$ cat src/vid_params.svh
`ifndef VID_PARAMS_SVH
`define VID_PARAMS_SVH

// ==============================
// Video stream sizes
// ==============================
// Grey pixel width in bits
`define VID_PIX_W 8
// Active pixels per line, also the line buffer depth
`define VID_H_RES 172

// ==============================
// APB bus sizes
// ==============================
`define APB_ADDR_W 8
`define APB_DATA_W 32

`endif

$ cat src/vid_pkg.sv
`include "vid_params.svh"

package vid_pkg;

    // One grey pixel
    typedef logic [`VID_PIX_W-1:0] pix_t;

    // Kernel weights add up to 16, so 4 extra bits hold any sum
    typedef logic [`VID_PIX_W+3:0] sum_t;

    // Index into one line buffer
    typedef logic [$clog2(`VID_H_RES)-1:0] col_ptr_t;

    // Raster timing bits of one beat
    typedef struct packed {
        logic vsync;
        logic hsync;
        logic de;
    } vid_sync_t;

    // One clock of the stream
    typedef struct packed {
        vid_sync_t sync;
        pix_t      pix;
    } vid_beat_t;

    // 3x3 neighbourhood, row 1 oldest line, column 1 oldest pixel
    typedef struct packed {
        pix_t p11, p12, p13;
        pix_t p21, p22, p23;
        pix_t p31, p32, p33;
    } win3_t;

endpackage

$ cat src/apb_pkg.sv
`include "vid_params.svh"

package apb_pkg;

    // Bus widths
    typedef logic [`APB_ADDR_W-1:0] apb_addr_t;
    typedef logic [`APB_DATA_W-1:0] apb_data_t;

    // ==============================
    // Bus bundles
    // ==============================
    // Master to slave
    typedef struct packed {
        logic      psel;
        logic      penable;
        logic      pwrite;
        apb_addr_t paddr;
        apb_data_t pwdata;
    } apb_req_t;

    // Slave to master
    typedef struct packed {
        logic      pready;
        logic      pslverr;
        apb_data_t prdata;
    } apb_rsp_t;

    // Register map, anything else is unmapped
    typedef enum apb_addr_t {
        REG_CTRL   = `APB_ADDR_W'('h00),
        REG_FRAMES = `APB_ADDR_W'('h04)
    } csr_addr_e;

endpackage

$ cat src/line_window.sv
`include "vid_params.svh"

module line_window (
    input  logic               clk,
    input  logic               rstn,
    input  vid_pkg::vid_beat_t i_beat,
    output vid_pkg::win3_t     o_win,
    output vid_pkg::vid_sync_t o_sync
);

    // ==============================
    // Line buffers
    // ==============================
    // Previous line
    vid_pkg::pix_t lb_new [`VID_H_RES] = '{default: '0};
    // Line before the previous one
    vid_pkg::pix_t lb_old [`VID_H_RES] = '{default: '0};

    // Shared write pointer, same column in both buffers
    vid_pkg::col_ptr_t wr_ptr;

    // Column read ahead of the write
    vid_pkg::pix_t rd_new;
    vid_pkg::pix_t rd_old;

    assign rd_new = lb_new[wr_ptr];
    assign rd_old = lb_old[wr_ptr];

    // Cascade on each active pixel
    always_ff @(posedge clk) begin
        if (i_beat.sync.de) begin
            lb_new[wr_ptr] <= i_beat.pix;
            lb_old[wr_ptr] <= rd_new;
        end
    end

    // Pointer wraps at the end of a line
    // Not realigned at frame start
    always_ff @(posedge clk or negedge rstn) begin
        if (!rstn) begin
            wr_ptr <= '0;
        end else if (i_beat.sync.de) begin
            if (wr_ptr == vid_pkg::col_ptr_t'(`VID_H_RES - 1)) begin
                wr_ptr <= '0;
            end else begin
                wr_ptr <= wr_ptr + 1'b1;
            end
        end
    end

    // ==============================
    // 3x3 window
    // ==============================
    // Column 3 takes the new pixels, older ones move left
    always_ff @(posedge clk or negedge rstn) begin
        if (!rstn) begin
            o_win <= '0;
        end else if (i_beat.sync.de) begin
            o_win.p13 <= rd_old;
            o_win.p12 <= o_win.p13;
            o_win.p11 <= o_win.p12;
            o_win.p23 <= rd_new;
            o_win.p22 <= o_win.p23;
            o_win.p21 <= o_win.p22;
            o_win.p33 <= i_beat.pix;
            o_win.p32 <= o_win.p33;
            o_win.p31 <= o_win.p32;
        end
    end

    // Sync follows every cycle, one clock like the window
    always_ff @(posedge clk or negedge rstn) begin
        if (!rstn) begin
            o_sync <= '0;
        end else begin
            o_sync <= i_beat.sync;
        end
    end

    a_ptr_range: assert property (@(posedge clk) disable iff (!rstn)
        wr_ptr < `VID_H_RES)
        else $error("line_window pointer left the line buffer range");

endmodule

$ cat src/gauss_kernel.sv
`include "vid_params.svh"

module gauss_kernel (
    input  logic               clk,
    input  logic               rstn,
    input  vid_pkg::win3_t     i_win,
    input  vid_pkg::vid_sync_t i_sync,
    input  logic               i_blur_en,
    output vid_pkg::vid_beat_t o_beat
);

    // Weighted sum before the stage 1 register
    vid_pkg::sum_t weighted;

    // Stage 1
    vid_pkg::sum_t sum_q;
    vid_pkg::pix_t centre_q;

    // Stage 2
    vid_pkg::pix_t pix_q;

    // Sync shift register, index 1 is the output
    vid_pkg::vid_sync_t [1:0] sync_d;

    // ==============================
    // Stage 1 weighted sum
    // ==============================
    // Kernel 1 2 1 / 2 4 2 / 1 2 1
    // Weights by shifts, widened first so nothing is lost
    always_comb begin
        weighted = vid_pkg::sum_t'(i_win.p11)
                 + (vid_pkg::sum_t'(i_win.p12) << 1)
                 + vid_pkg::sum_t'(i_win.p13)
                 + (vid_pkg::sum_t'(i_win.p21) << 1)
                 + (vid_pkg::sum_t'(i_win.p22) << 2)
                 + (vid_pkg::sum_t'(i_win.p23) << 1)
                 + vid_pkg::sum_t'(i_win.p31)
                 + (vid_pkg::sum_t'(i_win.p32) << 1)
                 + vid_pkg::sum_t'(i_win.p33);
    end

    // Centre kept for bypass
    always_ff @(posedge clk) begin
        sum_q    <= weighted;
        centre_q <= i_win.p22;
    end

    // ==============================
    // Stage 2 divide and select
    // ==============================
    // Upper bits of the sum give the divide by 16
    always_ff @(posedge clk) begin
        pix_q <= i_blur_en ? sum_q[`VID_PIX_W+3:4] : centre_q;
    end

    // Two clocks of sync to match the arithmetic
    always_ff @(posedge clk or negedge rstn) begin
        if (!rstn) begin
            sync_d <= '0;
        end else begin
            sync_d <= {sync_d[0], i_sync};
        end
    end

    assign o_beat.sync = sync_d[1];
    assign o_beat.pix  = pix_q;

    a_sync_delay: assert property (@(posedge clk) disable iff (!rstn)
        o_beat.sync == $past(i_sync, 2))
        else $error("gauss_kernel sync is not two cycles behind its input");

endmodule

$ cat src/apb_csr.sv
module apb_csr (
    input  logic              clk,
    input  logic              rstn,
    input  apb_pkg::apb_req_t i_apb,
    output apb_pkg::apb_rsp_t o_apb,
    input  logic              i_out_vsync,
    output logic              o_blur_en
);

    // Access phase of any transfer
    logic access;

    // Address decode result
    logic               addr_hit;
    apb_pkg::apb_data_t rd_data;

    // Control register bit 0
    logic blur_en_q;

    // Output frame counter and vsync edge detect
    apb_pkg::apb_data_t frame_cnt;
    logic               vsync_q;

    assign access = i_apb.psel & i_apb.penable;

    // ==============================
    // Address decode
    // ==============================
    // Unmapped addresses read back as zero
    always_comb begin
        addr_hit = 1'b0;
        rd_data  = '0;
        case (i_apb.paddr)
            apb_pkg::REG_CTRL: begin
                addr_hit = 1'b1;
                rd_data  = apb_pkg::apb_data_t'(blur_en_q);
            end
            apb_pkg::REG_FRAMES: begin
                addr_hit = 1'b1;
                rd_data  = frame_cnt;
            end
            default: begin
                addr_hit = 1'b0;
            end
        endcase
    end

    // No wait states
    always_comb begin
        o_apb.pready  = access;
        o_apb.pslverr = access & ~addr_hit;
        o_apb.prdata  = (access & ~i_apb.pwrite) ? rd_data : '0;
    end

    // ==============================
    // Registers
    // ==============================
    // Only REG_CTRL is writable, blur on out of reset
    always_ff @(posedge clk or negedge rstn) begin
        if (!rstn) begin
            blur_en_q <= 1'b1;
        end else if (access && i_apb.pwrite && i_apb.paddr == apb_pkg::REG_CTRL) begin
            blur_en_q <= i_apb.pwdata[0];
        end
    end

    assign o_blur_en = blur_en_q;

    // One count per rising vsync on the output, wraps at 2^32
    always_ff @(posedge clk or negedge rstn) begin
        if (!rstn) begin
            vsync_q   <= 1'b0;
            frame_cnt <= '0;
        end else begin
            vsync_q <= i_out_vsync;
            if (i_out_vsync && !vsync_q) begin
                frame_cnt <= frame_cnt + 1'b1;
            end
        end
    end

    a_penable_psel: assert property (@(posedge clk) disable iff (!rstn)
        i_apb.penable |-> i_apb.psel)
        else $error("apb_csr saw penable without psel");

endmodule

$ cat src/video_filter_top.sv
module video_filter_top (
    input  logic               clk,
    input  logic               rstn,
    input  vid_pkg::vid_beat_t i_beat,
    output vid_pkg::vid_beat_t o_beat,
    input  apb_pkg::apb_req_t  i_apb,
    output apb_pkg::apb_rsp_t  o_apb
);

    // ==============================
    // Internal links
    // ==============================
    // Window and its sync, one cycle after the input
    vid_pkg::win3_t     win;
    vid_pkg::vid_sync_t win_sync;

    // Blur enable from the register block
    logic blur_en;

    // Line buffers and 3x3 window
    line_window u_line_window (
        .clk    (clk),
        .rstn   (rstn),
        .i_beat (i_beat),
        .o_win  (win),
        .o_sync (win_sync)
    );

    // Weighted sum or bypass, two more cycles
    gauss_kernel u_gauss_kernel (
        .clk       (clk),
        .rstn      (rstn),
        .i_win     (win),
        .i_sync    (win_sync),
        .i_blur_en (blur_en),
        .o_beat    (o_beat)
    );

    // Register block
    // Frames counted on the outgoing vsync
    apb_csr u_apb_csr (
        .clk         (clk),
        .rstn        (rstn),
        .i_apb       (i_apb),
        .o_apb       (o_apb),
        .i_out_vsync (o_beat.sync.vsync),
        .o_blur_en   (blur_en)
    );

endmodule

$ cat config.mk
export PLATFORM = sky130hd
export DESIGN_NAME = video_filter_top
export DESIGN_NICKNAME = d
export VERILOG_FILES = /design/src/vid_pkg.sv /design/src/apb_pkg.sv /design/src/line_window.sv /design/src/gauss_kernel.sv /design/src/apb_csr.sv /design/src/video_filter_top.sv
export VERILOG_INCLUDE_DIRS = /design/src
export SDC_FILE = /design/constraint.sdc
export NUM_CORES = 2
export LEC_CHECK = 0
export ABC_AREA = 1
export BUFFER_PORTS_ARGS = -buffer_cell sky130_fd_sc_hd__buf_2
export CAP_MARGIN = 20
export CORE_ASPECT_RATIO = 1.5
export CORE_MARGIN = 1
export CORE_UTILIZATION = 45
export CTS_CLUSTER_SIZE = 28
export DETAILED_ROUTE_END_ITERATION = 8
export PLACE_DENSITY_LB_ADDON = 0.05
export SKIP_LAST_GASP = 1
export SYNTH_ARGS = -nofsm -noshare
export SYNTH_HDL_FRONTEND = slang
export SYNTH_SLANG_ARGS = --single-unit
$ cat constraint.sdc
create_clock -name clk -period 6.4 [get_ports clk]
set_input_delay 0.96 -clock clk [delete_from_list [all_inputs] [get_ports clk]]
set_output_delay 0.96 -clock clk [all_outputs]
set_load 0.05 [all_outputs]
* Word level (Yosys, flattened, before mapping)
Memory sizes are Yosys's and may differ from the RTL's. A register that Yosys moved wholly into a read port is not among the register bits. Cells that the tools add are included.
Storage, ports and cells: bits in writable memories 2752, word-level logic and storage cells 57, flip-flop bits (word level) 143, memories kept 2, input bits 56, output and inout port bits 45
Cells by class: equality and inequality tests 2, reductions and logical operators 7, bitwise gates (word level) 5, add/sub/neg operators 10, mux-type cells 7
Memory list:
- u_line_window.lb_new | words 172, width 8, read ports 1, clocked after Yosys merged registers in 0, wr ports 1, line line_window.sv:15 | vid_pkg::pix_t lb_new [`VID_H_RES] = '{default: '0};
- u_line_window.lb_old | words 172, width 8, read ports 1, clocked after Yosys merged registers in 1, wr ports 1, line line_window.sv:17 | vid_pkg::pix_t lb_old [`VID_H_RES] = '{default: '0};
Operators by type and width (number):
- $pmux W32 S2 | 1
- $add A12 B8 Y12 | 3
- $add A12 B9 Y12 | 3
- $add A32 B1 Y32 const B | 1
- $mux W32 | 1
- $mux W8 | 2
- $add A12 B10 Y12 | 1
- $add A8 B9 Y10 | 1
- $add A8 B1 Y8 const B | 1
- $eq A8 B3 Y1 const B | 1
- $eq A8 B8 Y1 const B | 1
- $logic_not A8 Y1 | 1
- $and A1 B1 Y1 | 3
- $logic_and A1 B1 Y1 | 3
- $mux W1 | 3
- $logic_not A1 Y1 | 2
- $not A1 Y1 | 2
- $reduce_or A2 Y1 | 1

* Longest topological paths before layout
depth after elaboration 8, depth in mapped cells 22

* Cells and area by module
A second synthesis with hierarchy kept.
Second synthesis, totals: cell total of the unflattened synthesis 11291, area total of the unflattened synthesis 122180.9 µm²
Modules (own cells, without submodules):
- line_window | sequential area each 84716.2 µm², area an instance 117385.1 µm², times used 1, cells an instance 10748
- gauss_kernel | sequential area each 630.6 µm², area an instance 2537.4 µm², times used 1, cells an instance 240
- apb_csr | sequential area each 852.1 µm², area an instance 2258.4 µm², times used 1, cells an instance 303

* Worst setup path after synthesis
OpenSTA, ideal clock, no wires.
kind register to register, start point reg u_line_window.o_win[56] (netlist name), end point reg u_gauss_kernel.sum_q[11], buffers on the path 0, path slack 1753 ps, stages on the path, launching flop included 23, required time 6282 ps, arrival 4529 ps, period minus slack after synthesis 4647 ps, path through dfrtp_1 > ha_1 > fa_1 > xor2_1 > fa_1 > inv_1 > fa_1 > fa_1 > inv_1 > fa_1 > inv_1 > nor2_1 > nand2_1 > inv_1 > fa_1 > nand3_1 > nand2_1 > a21o_1 > a21oi_1 > nor2_1 > o21ai_0 > nand2_1 > xnor2_1
On the way: word-level cells in the longest chain between the ends 8
Ends and longest elaborated chain:
- from (decl) | line line_window.sv:7 | output vid_pkg::win3_t o_win,
- $add A8 B9 Y10 | line gauss_kernel.sv:32 | + (vid_pkg::sum_t'(i_win.p12) << 1)
- $add A12 B8 Y12 | line gauss_kernel.sv:33 | + vid_pkg::sum_t'(i_win.p13)
- $add A12 B9 Y12 | line gauss_kernel.sv:34 | + (vid_pkg::sum_t'(i_win.p21) << 1)
- $add A12 B10 Y12 | line gauss_kernel.sv:35 | + (vid_pkg::sum_t'(i_win.p22) << 2)
- $add A12 B9 Y12 | line gauss_kernel.sv:36 | + (vid_pkg::sum_t'(i_win.p23) << 1)
- $add A12 B8 Y12 | line gauss_kernel.sv:37 | + vid_pkg::sum_t'(i_win.p31)
- $add A12 B9 Y12 | line gauss_kernel.sv:38 | + (vid_pkg::sum_t'(i_win.p32) << 1)
- $add A12 B8 Y12 | line gauss_kernel.sv:39 | + vid_pkg::sum_t'(i_win.p33);
- named net u_gauss_kernel.weighted[11] | line gauss_kernel.sv:13 | vid_pkg::sum_t weighted;
- to (signal assigned) | line gauss_kernel.sv:44 | sum_q <= weighted;
- to (decl) | line gauss_kernel.sv:16 | vid_pkg::sum_t sum_q;
The timed path passes the listed nets, and every way through them passes these cells. A chain may end at the register's enable or synchronous reset.

* Final worst setup path
start point reg u_line_window.wr_ptr[0], end point mem u_line_window.lb_old[161][4] (netlist name) (data pin)
On the way: word-level cells in the longest chain between the ends 1
Ends and longest elaborated chain:
- from (decl) | line line_window.sv:20 | vid_pkg::col_ptr_t wr_ptr;
- from (signal assigned) | line line_window.sv:46 | wr_ptr <= wr_ptr + 1'b1;
- $mem_v2 Z172 W8
- named net u_line_window.rd_new[4] | line line_window.sv:23 | vid_pkg::pix_t rd_new;
- to (decl) | line line_window.sv:17
The timed path passes the listed nets, and every way through them passes these cells.

==> results.sh <==
export IMPL_insertion_delay_ns=0.88
export IMPL_clk_pin_slew_ns=0.07
export IMPL_status="finished, final reports clean"
export IMPL_wl_met1_mm=146
export IMPL_ctsHoldBuffers=0
export IMPL_synth_fp_nets=11200
export IMPL_peakVddDrop_mv=0.657
export IMPL_path_common_cell="nand2_1"
export IMPL_die_h_um=637
export IMPL_layout_drive_gt1_share_pct=7.58
export IMPL_io_pins=101
export IMPL_fin_util_pct=50.9
export IMPL_fin_cells=14900
export IMPL_synth_most_common_cell="nand2_1"
export IMPL_synth_top_area_share_pct=68.3
export IMPL_grt_pass1_vias=76500
export IMPL_finalSetupViolCount=0
export IMPL_dp_cells=14400
export IMPL_fin_setup_tns_ns=0
export IMPL_gp_congestion=0.833
export IMPL_cpMaxStageDelayCell="dfrtp_4"
export IMPL_worstSetupPathType="reg2reg"
export IMPL_synth_commonest_cells="3376 x nand2_1, 2752 x edfxtp_1, 1868 x nor2_1"
export IMPL_yosys_area_top_type="edfxtp_1"
export IMPL_netlist_area_sq_um=121000
export IMPL_io_buffers=69
export IMPL_fill_cells=23500
export IMPL_worstMarginPinSlew_ns=1.09
export IMPL_grt_pass1_wl_mm=520
export IMPL_antenna_found_initial=16
export IMPL_synth_area_leaders="edfxtp_1 68%, nand2_1 10%, nor2_1 5.8%"
export IMPL_route_met2_wl_mm=180
export IMPL_cts_tree="yes"
export IMPL_path_delay_family="simple AND/OR/NAND/NOR gates"
export IMPL_syn_inst=11100
export IMPL_synth_seq_cells=2899
export IMPL_hpwl_mm=207
export IMPL_postCtsSetupBuffers=0
export IMPL_cp_buffers_inverters=4
export IMPL_hold_class="in2async"
export IMPL_ys_seq_area_share_pct=71.2
export IMPL_area_growth_pct=12.1
export IMPL_preCtsSetupSlack_ns=1.39
export IMPL_fin_crit_ns=5.14
export IMPL_synth_ff_type="edfxtp_1"
export IMPL_grt_usage_pct=26.1
export IMPL_cts_resized=0
export IMPL_design_die_area_sq_um=271000
export IMPL_crit_path_cell_trace="inv_16 -> buf_12 -> buf_4 -> nand2_1 -> nand3_1 -> nand2_1 -> nand2_1 -> nand2_1 -> nor2_1 -> nor2_1 -> nor2_1 -> nand2_1 -> nand2_1 -> nand3_4 -> buf_4"
export IMPL_drc=0
export IMPL_multi_input_area_sq_um=29800
export IMPL_setup_slack_ns=1.26
export IMPL_wl_met3_mm=17.2
export IMPL_core_area_sq_um=267000
export IMPL_dr_first_iter_drc_count=7447
export IMPL_drt_pass1_iter_count=5
export IMPL_critPathRequiredTime_ns=6.96
export IMPL_synth_edff_count=2752
export IMPL_ant_nets=0
export IMPL_p_total_mw=61.9
export IMPL_top_layer_used="met5"
export IMPL_cap_violations=0
export IMPL_finalHoldViolations=0
export IMPL_cp_end_kind="register"
export IMPL_synth_distinct_cells=40
export IMPL_cts_sinks=2899
export IMPL_vias=79200
export IMPL_syn_avg_cell_area_sq_um=10.9
export IMPL_grt_ovfl_total=0
export IMPL_drt_vias_per_instance=5.30
export IMPL_finalWirelength_mm=357
export IMPL_die_x_um=425
export IMPL_root_buffer="clkbuf_16"
export IMPL_placement_rows=232
export IMPL_wire_per_inst_um=23.9
export IMPL_start_kind="register"
export IMPL_numCtsBuffers=289
export IMPL_max_freq_mhz=195
export IMPL_clock_skew_ns=0.0493
export IMPL_synth_warnings=0
export IMPL_clockBufferDepth=4
export IMPL_design_area_sq_um=136000
export IMPL_finalCritPeriodShare_pct=80.2
export IMPL_rsz0062_at_grt="false"
export IMPL_start_util_pct=45.4
export IMPL_grt_max_degree=162
export IMPL_seqCellArea_sq_um=86200
export IMPL_slowest_delay_ns=0.79
export IMPL_nets=11300
export IMPL_placed_area_sq_um=127000
export IMPL_power_leakage_nw=51.7
export IMPL_async_reset_ff_share_pct=4.24
export IMPL_r2r_setup_slack_ns=1.26
export IMPL_arrival_ns=5.70
export IMPL_slew_violations=0
export IMPL_crit_fanout=96
export IMPL_timing_hold_ws_ns=0.0497
export IMPL_slew_limit_headroom_pct=27.5
export IMPL_h_tree_depth=5
export IMPL_power_density_nw_per_um2=456
power by group:
group | total (mW) | switching, mW | internal, mW | leakage, nW
combinational | 20.8 | 15.3 | 5.47 | 20.8
clock | 16.4 | 7.17 | 9.24 | 4.30
sequential | 24.7 | 0.312 | 24.4 | 26.6
total | 61.9 | 22.8 | 39.1 | 51.7
state kept, by name, summed over array words and instances (netlist names):
register and cells:
u_line_window.lb_old 1376, u_apb_csr.frame_cnt 32, u_gauss_kernel.sync_d 3, u_line_window.o_win 72
u_gauss_kernel.pix_q 8, u_line_window.lb_new 1376, u_line_window.wr_ptr 8, u_line_window.o_sync 3
u_apb_csr.vsync_q 1, u_gauss_kernel.o_beat 3, u_gauss_kernel.sum_q 8, u_apb_csr.o_blur_en 1
u_gauss_kernel.centre_q 8
routing by layer:
| layer | track usage (%) | vias up |
|---|---|---|
| li1 | - | 37200 |
| met1 | 33.7 | 39400 |
| met2 | 45.2 | 2087 |
| met3 | 2.77 | 505 |
| met4 | 9.36 | 2 |
| met5 | 0 | - |
worst register-to-register path, stage by stage (launching register included):
cell     delay [ns]
dfrtp_4        0.79
inv_16         0.60
buf_12         0.39
buf_4          0.40
nand2_1        0.06
nand3_1        0.06
nand2_1        0.06
nand2_1        0.09
nand2_1        0.06
nor2_1         0.13
nor2_1         0.11
nor2_1         0.42
nand2_1        0.18
nand2_1        0.14
nand3_4        0.76
buf_4          0.61
path summary, 6_finish.rpt:
check / endpoint / depth (start not counted) / start
hold / removal: u_apb_csr.frame_cnt[1] / 1 / rstn
setup reg to reg: u_line_window.lb_old[161][4] / 15 / u_line_window.wr_ptr[0]
max in group asynchronous: u_gauss_kernel.o_beat[8] / 2 / rstn
setup / recovery: u_line_window.lb_old[161][4] / 15 / u_line_window.wr_ptr[0]
hold reg to reg: u_gauss_kernel.o_beat[10] / 0 / u_gauss_kernel.sync_d[2]
min in group clk: u_line_window.o_sync[1] / 1 / i_beat[9]
layout make-up:
type / instances / share of cell area, %
flip-flops and latches: 2899 / 63.5
multi-input cells: 6976 / 22.0
repair buffers: 436 / 2.98
clock inverters: 136 / 0.793
clock buffers: 373 / 5.74
well taps: 3510 / 3.24
inverters: 601 / 1.68
diodes: 7 / 0.0129
logic make-up (layout without fill, tap and decap cells):
family	count (synthesis)	count (layout)	synth area share, %
multiplexers	1	1	0.00931
XOR/XNOR	44	44	0.318
AO/OA/AOI/OAI	1251	1251	5.23
adder cells (fa/ha/maj)	72	72	1.04
AND/OR/NAND/NOR	5608	5608	17.9
other	0	7	0
buffers and inverters	1196	1546	4.26
flip-flops	2899	2899	71.2
layout by cell type, fill, tap and decap left out, types with 64 or more instances in the layout:
| master | netlist | routed |
|---|---|---|
| nand2_1 | 3376 | 3376 |
| edfxtp_1 | 2752 | 2752 |
| clkbuf_1 | 221 | 72 |
| nor2_1 | 1868 | 1845 |
| clkbuf_16 | 0 | 300 |
| dfrtp_1 | 122 | 120 |
| o21ai_1 | 81 | 81 |
| o21ai_0 | 1112 | 1112 |
| clkinv_1 | 5 | 72 |
| nand3_1 | 249 | 249 |
| inv_1 | 592 | 592 |
| buf_12 | 0 | 64 |
| buf_4 | 25 | 297 |
Power figures use the tool's default switching activity.
